<file path="src/adc16_pkg.sv">
package adc16_pkg;

  localparam int opb_dwidth = 32;  // opb data bus width.
  localparam int opb_awidth = 32;  // opb address bus width.

  localparam logic [1:0] controller_rev = 2'd1;  // version field in word 0 reads.

  localparam int n_lanes = 8;  // iserdes lanes per adc chip.

  // register index, taken from address bits [3:2] of the offset.
  typedef enum logic [1:0] {
    reg_3wire    = 2'd0,  // three-wire port and board identity.
    reg_ctrl     = 2'd1,  // control word.
    reg_delay_lo = 2'd2,  // delay reset lines 32 to 63.
    reg_delay_hi = 2'd3   // delay reset lines 0 to 31.
  } reg_sel_e;

  typedef enum logic {
    st_idle = 1'b0,  // waiting for a selected access.
    st_ack  = 1'b1   // transfer acknowledge cycle.
  } opb_state_e;

  typedef enum logic [1:0] {
    demux_by1   = 2'b00,  // single channel.
    demux_by2   = 2'b01,  // dual channel.
    demux_by4   = 2'b10,  // quad channel.
    demux_undef = 2'b11
  } demux_mode_e;

  // word 0 fields, opb bit numbering with bit 0 as msb.
  localparam int sclk_bit = 22;
  localparam int sdata_bit = 23;
  localparam int cs_msb = 24;  // chip select h.
  localparam int cs_lsb = 31;  // chip select a.

  // word 1 fields.
  localparam int demux_we_bit = 5;  // write strobe for the mode bits, never stored.
  localparam int demux_msb = 6;
  localparam int demux_lsb = 7;
  localparam int reset_bit = 11;
  localparam int snap_bit = 15;
  localparam int chip_msb = 16;  // bitslip chip h.
  localparam int chip_lsb = 23;  // bitslip chip a.
  localparam int lane_msb = 24;
  localparam int lane_lsb = 26;
  localparam int tap_msb = 27;
  localparam int tap_lsb = 31;

endpackage

</file>
<file path="src/opb_adc16_regs.sv">
`timescale 1ns/1ps

module opb_adc16_regs #(
  parameter logic [31:0] C_BASEADDR = 32'h0000_0000,
  parameter logic [31:0] C_HIGHADDR = 32'h0000_ffff,
  parameter logic [1:0]  ROACH2_REV = 2'd2,
  parameter logic [1:0]  ZDOK_REV   = 2'd1,
  parameter logic [3:0]  NUM_UNITS  = 4'd4
) (
  input  logic                               OPB_Clk,
  input  logic                               rst,
  input  logic [0:adc16_pkg::opb_awidth-1]   OPB_ABus,
  input  logic [0:3]                         OPB_BE,
  input  logic [0:adc16_pkg::opb_dwidth-1]   OPB_DBus,
  input  logic                               OPB_RNW,
  input  logic                               OPB_select,
  input  logic [1:0]                         adc16_locked,
  output logic [0:adc16_pkg::opb_dwidth-1]   Sl_DBus,
  output logic                               Sl_xferAck,
  output logic                               adc3wire_sclk,
  output logic                               adc3wire_sdata,
  output logic [0:7]                         adc3wire_cs,
  output logic                               adc16_reset,
  output logic                               adc16_snap_req,
  output adc16_pkg::demux_mode_e             adc16_demux_mode,
  output logic [0:4]                         adc16_delay_tap,
  output logic [0:63]                        adc16_delay_rst,
  output logic [0:7]                         bitslip_chip_sel,
  output logic [0:2]                         bitslip_lane_sel
);

  adc16_pkg::opb_state_e state;  // slave handshake state.
  adc16_pkg::reg_sel_e reg_sel;  // word addressed by the current access.

  logic [adc16_pkg::opb_awidth-1:0] addr_off;  // offset from the base address.
  logic addr_match;  // address inside the window.
  logic access;  // first cycle of a selected in-window access.

  logic [0:31] wire3_reg;  // word 0, bit-banged three-wire port.
  logic [0:31] ctrl_reg;  // word 1.
  logic [0:63] delay_reg;  // words 3 and 2, per-lane delay reset.

  logic [0:31] ctrl_wr;  // word 1 after merge and mode gating.
  logic [0:31] rd_mux;  // read value for the addressed word.
  logic [0:31] rd_data;  // captured on the ack edge.

  logic [1:0] locked_meta;  // first synchronizer stage.
  logic [1:0] locked_sync;  // second stage, safe to read.

  // replace the enabled byte lanes of cur with wdata.
  function automatic logic [0:31] be_merge(input logic [0:31] cur,
                                           input logic [0:31] wdata,
                                           input logic [0:3]  be);
    logic [0:31] res;
    res = cur;
    for (int b = 0; b < 4; b++) begin
      if (be[b]) begin
        res[b*8 +: 8] = wdata[b*8 +: 8];  // byte lane 0 is the msb byte.
      end
    end
    return res;
  endfunction

  assign addr_off = OPB_ABus - C_BASEADDR;
  assign addr_match = (OPB_ABus >= C_BASEADDR) && (OPB_ABus <= C_HIGHADDR);
  assign reg_sel = adc16_pkg::reg_sel_e'(addr_off[3:2]);  // word index.
  assign access = OPB_select && addr_match && (state == adc16_pkg::st_idle);

  // one ack per access, and st_ack always falls back to idle so the
  // master's held select is not taken as a second request
  always_ff @(posedge OPB_Clk) begin
    if (rst) begin
      state <= adc16_pkg::st_idle;
    end else begin
      case (state)
        adc16_pkg::st_idle: begin
          if (access) begin
            state <= adc16_pkg::st_ack;  // ack on the next cycle.
          end
        end
        adc16_pkg::st_ack: begin
          state <= adc16_pkg::st_idle;
        end
        default: begin
          state <= adc16_pkg::st_idle;
        end
      endcase
    end
  end

  // word 1 write value
  always_comb begin
    ctrl_wr = be_merge(ctrl_reg, OPB_DBus, OPB_BE);
    ctrl_wr[adc16_pkg::demux_we_bit] = 1'b0;  // strobe bit reads as zero.
    if (!(OPB_BE[0] && OPB_DBus[adc16_pkg::demux_we_bit])) begin
      ctrl_wr[adc16_pkg::demux_msb:adc16_pkg::demux_lsb] =
        ctrl_reg[adc16_pkg::demux_msb:adc16_pkg::demux_lsb];  // mode held.
    end
  end

  // register file is written on the edge that raises the ack
  always_ff @(posedge OPB_Clk) begin
    if (rst) begin
      wire3_reg <= '0;
      ctrl_reg <= '0;
      delay_reg <= '0;
    end else if (access && !OPB_RNW) begin
      case (reg_sel)
        adc16_pkg::reg_3wire: begin
          wire3_reg <= be_merge(wire3_reg, OPB_DBus, OPB_BE);
        end
        adc16_pkg::reg_ctrl: begin
          ctrl_reg <= ctrl_wr;
        end
        adc16_pkg::reg_delay_lo: begin
          delay_reg[32:63] <= be_merge(delay_reg[32:63], OPB_DBus, OPB_BE);  // lsb half.
        end
        adc16_pkg::reg_delay_hi: begin
          delay_reg[0:31] <= be_merge(delay_reg[0:31], OPB_DBus, OPB_BE);  // msb half.
        end
        default: begin
          ctrl_reg <= ctrl_reg;
        end
      endcase
    end
  end

  // lock status comes from the adc clock domains.
  always_ff @(posedge OPB_Clk) begin
    if (rst) begin
      locked_meta <= '0;
      locked_sync <= '0;
    end else begin
      locked_meta <= adc16_locked;
      locked_sync <= locked_meta;
    end
  end

  always_comb begin
    rd_mux = '0;
    case (reg_sel)
      adc16_pkg::reg_3wire: begin
        rd_mux = {2'b00, ZDOK_REV, 2'b00, locked_sync, NUM_UNITS,
                  adc16_pkg::controller_rev, ROACH2_REV,
                  wire3_reg[16:31]};  // identity over the live port bits.
      end
      adc16_pkg::reg_ctrl: begin
        rd_mux = ctrl_reg;
      end
      adc16_pkg::reg_delay_lo: begin
        rd_mux = delay_reg[32:63];
      end
      adc16_pkg::reg_delay_hi: begin
        rd_mux = delay_reg[0:31];
      end
      default: begin
        rd_mux = '0;
      end
    endcase
  end

  always_ff @(posedge OPB_Clk) begin
    if (access && OPB_RNW) begin
      rd_data <= rd_mux;  // only driven out while acked.
    end
  end

  assign Sl_xferAck = (state == adc16_pkg::st_ack);
  assign Sl_DBus = Sl_xferAck ? rd_data : '0;  // bus is or-ed with other slaves.

  assign adc3wire_sclk = wire3_reg[adc16_pkg::sclk_bit];
  assign adc3wire_sdata = wire3_reg[adc16_pkg::sdata_bit];
  assign adc3wire_cs = wire3_reg[adc16_pkg::cs_msb:adc16_pkg::cs_lsb];  // active high here.

  assign adc16_demux_mode =
    adc16_pkg::demux_mode_e'(ctrl_reg[adc16_pkg::demux_msb:adc16_pkg::demux_lsb]);
  assign adc16_reset = ctrl_reg[adc16_pkg::reset_bit];
  assign adc16_snap_req = ctrl_reg[adc16_pkg::snap_bit];
  assign bitslip_chip_sel = ctrl_reg[adc16_pkg::chip_msb:adc16_pkg::chip_lsb];
  assign bitslip_lane_sel = ctrl_reg[adc16_pkg::lane_msb:adc16_pkg::lane_lsb];
  assign adc16_delay_tap = ctrl_reg[adc16_pkg::tap_msb:adc16_pkg::tap_lsb];
  assign adc16_delay_rst = delay_reg;

  // an acked cycle is always followed by a cycle without ack.
  ack_single_cycle: assert property (
    @(posedge OPB_Clk) disable iff (rst)
    Sl_xferAck |=> !Sl_xferAck
  ) else $error("opb ack held for more than one cycle");

  // idle bus must not disturb reads from other slaves.
  dbus_quiet: assert property (
    @(posedge OPB_Clk) disable iff (rst)
    (state == adc16_pkg::st_idle) |-> (Sl_DBus == '0)
  ) else $error("Sl_DBus driven without ack");

endmodule

</file>
<file path="src/opb_adc16_onehot_encoder.sv">
`timescale 1ns/1ps

module opb_adc16_onehot_encoder #(
  parameter int N_CHIPS = 8
) (
  input  logic                                   OPB_Clk,
  input  logic                                   rst,
  input  logic [0:N_CHIPS-1]                     chip_sel,  // chip a at the last bit.
  input  logic [0:2]                             lane_sel,
  output logic [0:N_CHIPS*adc16_pkg::n_lanes-1]  bitslip
);

  logic [0:N_CHIPS-1] chip_prev;  // chip_sel from the previous cycle.
  logic [0:N_CHIPS-1] chip_rise;  // chips newly selected this cycle.
  logic [0:N_CHIPS*adc16_pkg::n_lanes-1] slip_d;  // next pulse pattern.

  assign chip_rise = chip_sel & ~chip_prev;

  // chip_sel bit i is chip number N_CHIPS-1-i. counted from the lsb end its
  // lanes sit at chip*n_lanes+lane, which in msb-first numbering is the
  // group i*n_lanes with lane 0 at the right of the group
  always_comb begin
    slip_d = '0;
    for (int i = 0; i < N_CHIPS; i++) begin
      for (int l = 0; l < adc16_pkg::n_lanes; l++) begin
        if (chip_rise[i] && (lane_sel == 3'(l))) begin
          slip_d[i*adc16_pkg::n_lanes + adc16_pkg::n_lanes-1 - l] = 1'b1;
        end
      end
    end
  end

  always_ff @(posedge OPB_Clk) begin
    if (rst) begin
      chip_prev <= '0;
      bitslip <= '0;
    end else begin
      chip_prev <= chip_sel;  // a held chip bit gives no second pulse.
      bitslip <= slip_d;  // one registered cycle per rise.
    end
  end

  for (genvar g = 0; g < N_CHIPS; g++) begin : g_chip_check
    // only one lane of a chip can slip at a time.
    one_lane_per_chip: assert property (
      @(posedge OPB_Clk) disable iff (rst)
      $onehot0(bitslip[g*adc16_pkg::n_lanes +: adc16_pkg::n_lanes])
    ) else $error("several bitslip lanes of one chip active");
  end

endmodule

</file>
<file path="src/adc16_ctrl_top.sv">
`timescale 1ns/1ps

module adc16_ctrl_top #(
  parameter logic [31:0] C_BASEADDR = 32'h0000_0000,
  parameter logic [31:0] C_HIGHADDR = 32'h0000_ffff,
  parameter logic [1:0]  ROACH2_REV = 2'd2,
  parameter logic [1:0]  ZDOK_REV   = 2'd1,
  parameter logic [3:0]  NUM_UNITS  = 4'd4,
  parameter int          N_CHIPS    = 8  // at most 8 with chip a always present.
) (
  input  logic                                   OPB_Clk,
  input  logic                                   rst,
  input  logic [0:adc16_pkg::opb_awidth-1]       OPB_ABus,
  input  logic [0:3]                             OPB_BE,
  input  logic [0:adc16_pkg::opb_dwidth-1]       OPB_DBus,
  input  logic                                   OPB_RNW,
  input  logic                                   OPB_select,
  input  logic                                   OPB_seqAddr,
  input  logic [1:0]                             adc16_locked,
  output logic [0:adc16_pkg::opb_dwidth-1]       Sl_DBus,
  output logic                                   Sl_errAck,
  output logic                                   Sl_retry,
  output logic                                   Sl_toutSup,
  output logic                                   Sl_xferAck,
  output logic                                   adc0_adc3wire_csn1,
  output logic                                   adc0_adc3wire_csn2,
  output logic                                   adc0_adc3wire_csn3,
  output logic                                   adc0_adc3wire_csn4,
  output logic                                   adc0_adc3wire_sdata,
  output logic                                   adc0_adc3wire_sclk,
  output logic                                   adc1_adc3wire_csn1,
  output logic                                   adc1_adc3wire_csn2,
  output logic                                   adc1_adc3wire_csn3,
  output logic                                   adc1_adc3wire_csn4,
  output logic                                   adc1_adc3wire_sdata,
  output logic                                   adc1_adc3wire_sclk,
  output logic                                   adc16_reset,
  output logic [0:N_CHIPS*adc16_pkg::n_lanes-1]  adc16_iserdes_bitslip,
  output logic [0:63]                            adc16_delay_rst,
  output logic [0:4]                             adc16_delay_tap,
  output logic                                   adc16_snap_req,
  output logic [0:1]                             adc16_demux_mode
);

  localparam int cs_w = adc16_pkg::cs_lsb - adc16_pkg::cs_msb + 1;  // 8 chip selects.

  logic [0:cs_w-1] cs;  // active high selects from word 0.
  logic sclk;
  logic sdata;
  logic [0:7] chip_sel;  // bitslip chip h to a.
  logic [0:2] lane_sel;
  adc16_pkg::demux_mode_e demux_mode;

  opb_adc16_regs #(
    .C_BASEADDR (C_BASEADDR),
    .C_HIGHADDR (C_HIGHADDR),
    .ROACH2_REV (ROACH2_REV),
    .ZDOK_REV   (ZDOK_REV),
    .NUM_UNITS  (NUM_UNITS)
  ) u_regs (
    .OPB_Clk          (OPB_Clk),
    .rst              (rst),
    .OPB_ABus         (OPB_ABus),
    .OPB_BE           (OPB_BE),
    .OPB_DBus         (OPB_DBus),
    .OPB_RNW          (OPB_RNW),
    .OPB_select       (OPB_select),
    .adc16_locked     (adc16_locked),
    .Sl_DBus          (Sl_DBus),
    .Sl_xferAck       (Sl_xferAck),
    .adc3wire_sclk    (sclk),
    .adc3wire_sdata   (sdata),
    .adc3wire_cs      (cs),
    .adc16_reset      (adc16_reset),
    .adc16_snap_req   (adc16_snap_req),
    .adc16_demux_mode (demux_mode),
    .adc16_delay_tap  (adc16_delay_tap),
    .adc16_delay_rst  (adc16_delay_rst),
    .bitslip_chip_sel (chip_sel),
    .bitslip_lane_sel (lane_sel)
  );

  opb_adc16_onehot_encoder #(
    .N_CHIPS (N_CHIPS)
  ) u_encoder (
    .OPB_Clk  (OPB_Clk),
    .rst      (rst),
    .chip_sel (chip_sel[8-N_CHIPS:7]),  // keeps chip a at the last bit.
    .lane_sel (lane_sel),
    .bitslip  (adc16_iserdes_bitslip)
  );

  assign adc16_demux_mode = demux_mode;

  assign Sl_errAck = 1'b0;  // no error, retry or timeout support.
  assign Sl_retry = 1'b0;
  assign Sl_toutSup = 1'b0;

  // both boards share clock and data of the three-wire port.
  assign adc0_adc3wire_sclk = sclk;
  assign adc1_adc3wire_sclk = sclk;
  assign adc0_adc3wire_sdata = sdata;
  assign adc1_adc3wire_sdata = sdata;

  // upper four selects go to adc1 and lower four to adc0 with active low pins.
  assign adc1_adc3wire_csn4 = ~cs[0];
  assign adc1_adc3wire_csn3 = ~cs[1];
  assign adc1_adc3wire_csn2 = ~cs[2];
  assign adc1_adc3wire_csn1 = ~cs[3];
  assign adc0_adc3wire_csn4 = ~cs[4];
  assign adc0_adc3wire_csn3 = ~cs[5];
  assign adc0_adc3wire_csn2 = ~cs[6];
  assign adc0_adc3wire_csn1 = ~cs[7];

endmodule

</file>
<file path="config.mk">
export PLATFORM = sky130hd
export DESIGN_NAME = adc16_ctrl_top
export DESIGN_NICKNAME = d
export VERILOG_FILES = /design/src/adc16_pkg.sv /design/src/opb_adc16_regs.sv /design/src/opb_adc16_onehot_encoder.sv /design/src/adc16_ctrl_top.sv
export SDC_FILE = /design/constraint.sdc
export NUM_CORES = 1
export LEC_CHECK = 0
export ABC_AREA = 1
export BUFFER_PORTS_ARGS = -buffer_cell sky130_fd_sc_hd__buf_2
export CORE_ASPECT_RATIO = 0.9
export CORE_MARGIN = 3
export CORE_UTILIZATION = 26
export DETAILED_ROUTE_END_ITERATION = 6
export PLACE_DENSITY = 0.44
export SYNTH_ARGS = -nofsm -noshare
export SYNTH_HDL_FRONTEND = slang
export SYNTH_SLANG_ARGS = --single-unit
export TNS_END_PERCENT = 20
</file>
<file path="constraint.sdc">
create_clock -name OPB_Clk -period 6.3 [get_ports OPB_Clk]
set_input_delay 0.315 -clock OPB_Clk [delete_from_list [all_inputs] [get_ports OPB_Clk]]
set_output_delay 0.315 -clock OPB_Clk [all_outputs]
set_load 0.01 [all_outputs]
</file>
==> flow_results.xml <==
<?xml version="1.0" encoding="UTF-8"?>
<metrics>
  <group name="timing">
    <metric name="achievable-frequency" unit="GHz">0.308</metric>
    <metric name="tightest_slew" unit="ns">1.07</metric>
    <metric name="report.final.hold_viol_count" unit="">0</metric>
    <metric name="rsz0062_at_grt" unit="">false</metric>
    <metric name="final.setup_skew" unit="ns">0.0102</metric>
    <metric name="tns" unit="ns">0</metric>
    <metric name="slew_violations" unit="">0</metric>
    <metric name="setup_viol_count_final" unit="">0</metric>
    <metric name="maxSlewHeadroom" unit="%">28.5</metric>
    <metric name="post-route-min-period" unit="ns">3.25</metric>
    <metric name="layout_worst_path_cycle_share" unit="%">51.5</metric>
  </group>
  <group name="critical_path">
    <metric name="critical_path_arrival" unit="ns">3.66</metric>
    <metric name="timing.critical_path.to_type" unit="">flip-flop</metric>
    <metric name="worst_setup_path_start_kind" unit="">flip-flop</metric>
    <metric name="cp.required" unit="ns">6.71</metric>
    <metric name="critical_path_peak_fanout" unit="">64</metric>
    <metric name="r2r_cells" unit="">9</metric>
    <metric name="timing_worst_setup_path_type" unit="">reg -&gt; reg</metric>
  </group>
  <group name="grt">
    <metric name="grt_start_max_net_pins" unit="">68</metric>
    <metric name="grt_pass1_wl" unit="microns">48900</metric>
    <metric name="global_route.overflow_total" unit="">0</metric>
    <metric name="grt_antenna_before_repair" unit="">3</metric>
    <metric name="grt.total_usage" unit="%">15.7</metric>
    <metric name="first_global_vias" unit="">8164</metric>
  </group>
  <group name="finish">
    <metric name="final_common_cell" unit="">sky130_fd_sc_hd__nand2_1</metric>
    <metric name="fin_nets" unit="">1584</metric>
    <metric name="fraction_of_final_layout_cells_sized_beyond_drive_strength_1" unit="%">20.5</metric>
    <metric name="area_delta_synth_final" unit="%">25.0</metric>
    <metric name="layout.cells.most_common_list" unit="">322 x sky130_fd_sc_hd__nand2_1, 294 x sky130_fd_sc_hd__inv_1, 241 x sky130_fd_sc_hd__buf_2</metric>
    <metric name="design_area" unit="sq um">11900</metric>
  </group>
  <group name="logic_synthesis">
    <metric name="area_share_of_xor_xnor_cells_in_the_synthesized_design" unit="%">0</metric>
    <metric name="synth_area" unit="sq um">9550</metric>
    <metric name="synth_simple_gate_area_share" unit="%">31.3</metric>
    <metric name="netlist_top_cells_area" unit="">sky130_fd_sc_hd__dfxtp_1 39%, sky130_fd_sc_hd__nand2_1 13%, sky130_fd_sc_hd__inv_1 12%</metric>
    <metric name="synth-compound-area-share" unit="%">3.38</metric>
    <metric name="synth_adder_area_share" unit="%">0</metric>
    <metric name="synth_cell_type_count" unit="">27</metric>
    <metric name="post-synth-top-area-cell" unit="">sky130_fd_sc_hd__dfxtp_1</metric>
    <metric name="synthesis.area_per_instance" unit="sq um">7.33</metric>
    <metric name="yosys_register_bits" unit="">220</metric>
    <metric name="share_of_yosys_cell_area_claimed_by_the_top_area_cell_type" unit="%">39.4</metric>
    <metric name="synth_warnings" unit="">0</metric>
    <metric name="dominant_combinational_cell_family_by_area_after_synthesis" unit="">simple AND/OR/NAND/NOR gates</metric>
    <metric name="yosys-mux-area-fraction" unit="%">0</metric>
    <metric name="post_synth_inst_count" unit="">1303</metric>
    <metric name="ys_seq_area_share" unit="%">49.5</metric>
  </group>
  <group name="drt">
    <metric name="count_of_vias_placed_by_the_detailed_router" unit="">8545</metric>
    <metric name="wire_per_inst" unit="microns">15.9</metric>
    <metric name="detail-route-antenna-nets" unit="">0</metric>
    <metric name="drc" unit="">0</metric>
    <metric name="drt_pre_antenna_iters" unit="">5</metric>
    <metric name="dr_iter_0_viols" unit="">425</metric>
    <metric name="routed_via_density" unit="">4.27</metric>
    <metric name="wl" unit="microns">31800</metric>
  </group>
  <group name="clocking">
    <metric name="clk_latency" unit="ns">0.53</metric>
    <metric name="cts_buffers" unit="">27</metric>
    <metric name="cts_max_path_buffers" unit="">3</metric>
    <metric name="cts.sinks" unit="">220</metric>
    <metric name="clock-root-buffer" unit="">sky130_fd_sc_hd__clkbuf_16</metric>
    <metric name="post-cts-setup-buffer-count" unit="">0</metric>
    <metric name="cts_tree" unit="">built</metric>
    <metric name="cts.htree.levels" unit="">1</metric>
    <metric name="clkTransAtPathRegs" unit="ns">0.06</metric>
  </group>
  <group name="floorplanning">
    <metric name="start_util" unit="%">26.8</metric>
    <metric name="core" unit="sq um">35600</metric>
    <metric name="die_x" unit="microns">208</metric>
    <metric name="top_level_ports" unit="">260</metric>
    <metric name="rows" unit="">65</metric>
    <metric name="die_area" unit="sq um">39100</metric>
    <metric name="die-height" unit="microns">188</metric>
  </group>
  <group name="placed_design">
    <metric name="portBuffers" unit="">241</metric>
    <metric name="placedInstanceArea" unit="sq um">11000</metric>
    <metric name="place.detailed.hpwl" unit="microns">21200</metric>
    <metric name="gp_congestion" unit="">0.772</metric>
  </group>
  <group name="power_and_ir_drop">
    <metric name="power.ir.vdd_worst" unit="mV">0.166</metric>
    <metric name="p_per_area" unit="nW/um^2">257</metric>
    <metric name="p_leak" unit="nW">5.90</metric>
  </group>
  <group name="job">
    <metric name="cap_violations" unit="">0</metric>
  </group>
  <group name="hold_path">
    <metric name="min_path_cells" unit="">3</metric>
    <metric name="kind_of_path_behind_the_tightest_hold_check" unit="">in -&gt; reg</metric>
  </group>
  <group name="run_status">
    <metric name="outcome" unit="">complete, no violations</metric>
  </group>
</metrics>
==> stage by stage <==
step	instances	worst slack [ns]	hold WS, ns	util, %	power (mW)
3_5_place_dp	1947	3.05	0.399	31.0	1.58
3_3_place_gp	1947	3.08	0.402	31.0	1.58
2_1_floorplan	1305	3.64	0.388	-	1.53
5_1_grt	2000	2.74	0.0845	33.5	3.18
6_report	2000	3.05	0.0676	33.5	3.07
4_1_cts	1998	3.03	0.0354	33.5	3.12
==> synth_stat cells <==
cell type	count
sky130_fd_sc_hd__buf_4	12
sky130_fd_sc_hd__o22ai_1	1
sky130_fd_sc_hd__dfxtp_1	188
sky130_fd_sc_hd__clkbuf_1	38
sky130_fd_sc_hd__nor2_1	209
sky130_fd_sc_hd__buf_6	5
sky130_fd_sc_hd__and3_1	1
sky130_fd_sc_hd__nor2_4	3
sky130_fd_sc_hd__nand3_4	10
sky130_fd_sc_hd__nor2_2	1
sky130_fd_sc_hd__inv_1	295
sky130_fd_sc_hd__o21ai_0	9
sky130_fd_sc_hd__and2_0	1
sky130_fd_sc_hd__o221ai_1	13
sky130_fd_sc_hd__o2111ai_1	18
sky130_fd_sc_hd__nand3_2	2
sky130_fd_sc_hd__conb_1	1
sky130_fd_sc_hd__or2_1	1
sky130_fd_sc_hd__buf_1	6
sky130_fd_sc_hd__buf_2	13
sky130_fd_sc_hd__edfxtp_1	32
sky130_fd_sc_hd__inv_2	2
sky130_fd_sc_hd__nand2_1	322
sky130_fd_sc_hd__nor2_8	1
sky130_fd_sc_hd__nand3_1	12
sky130_fd_sc_hd__buf_12	1
sky130_fd_sc_hd__nand4_1	106
==> routing by layer <==
metal / share of wire, % / GRT usage [%] / vias to the layer above
li1: - / - / 4383
met1: 47 / 21.9 / 3912
met2: 45 / 25.5 / 214
met3: 5.6 / 3.04 / 36
met4: 1.8 / 3.47 / 0
met5: 0 / 0 / -
==> area by class of cell <==
cell class	instances	area, sq um
antenna	2	5.00
fill	3942	23700
inverter	297	1120
sequential	220	4730
tap	469	587
clock buffer	42	846
timing repair buffer	250	1280
clock inverter	7	38.8
multi-input combinational	713	3340
==> path summary, 6_finish.rpt <==
check	slack (ns)	to	from
worst max register to register	3.05	u_regs.ctrl_reg[25]$_SDFFE_PP0P_	u_regs.Sl_xferAck$_SDFF_PP0_
worst max-delay path	3.05	u_regs.ctrl_reg[25]$_SDFFE_PP0P_	u_regs.Sl_xferAck$_SDFF_PP0_
worst min-delay path	0.07	u_regs.ctrl_reg[1]$_SDFFE_PP0P_	OPB_DBus[1]
worst min register to register	0.41	u_regs.locked_sync[1]$_SDFF_PP0_	u_regs.locked_meta[1]$_SDFF_PP0_
==> report_power, final <==
part	internal (mW)	total [mW]	switching, mW
registers	1.42	1.42	0.000305
logic	0.0311	0.129	0.0976
clock network	0.919	1.52	0.603
==> logic make-up (layout without fill, tap and decap cells) <==
group / count (synthesis) / after routing
DFF: 220 / 220
other: 1 / 5
buffers and inverters: 372 / 596
AOI/OAI and AO/OA: 41 / 41
and+or+nand+nor: 669 / 669
==> critical path, cell delays in order, from the launching register on <==
cell                      delay, ns
sky130_fd_sc_hd__dfxtp_2       0.63
sky130_fd_sc_hd__nor2_1        0.20
sky130_fd_sc_hd__nand2_1       0.10
sky130_fd_sc_hd__nor2_4        0.13
sky130_fd_sc_hd__nand3_1       0.15
sky130_fd_sc_hd__nor2_4        0.80
sky130_fd_sc_hd__buf_4         0.73
sky130_fd_sc_hd__nand4_1       0.16
sky130_fd_sc_hd__nand2_1       0.12
sky130_fd_sc_hd__nor2_1        0.05
==> what timing repair did <==
action / CTS / global route
setup endpoints to repair: 0 / 0
gates resized for setup: 0 / 0
endpoints found under the hold margin: 2 / 0
hold buffers: 2 / 0
No activity file was read; power rests on OpenSTA's default activity.
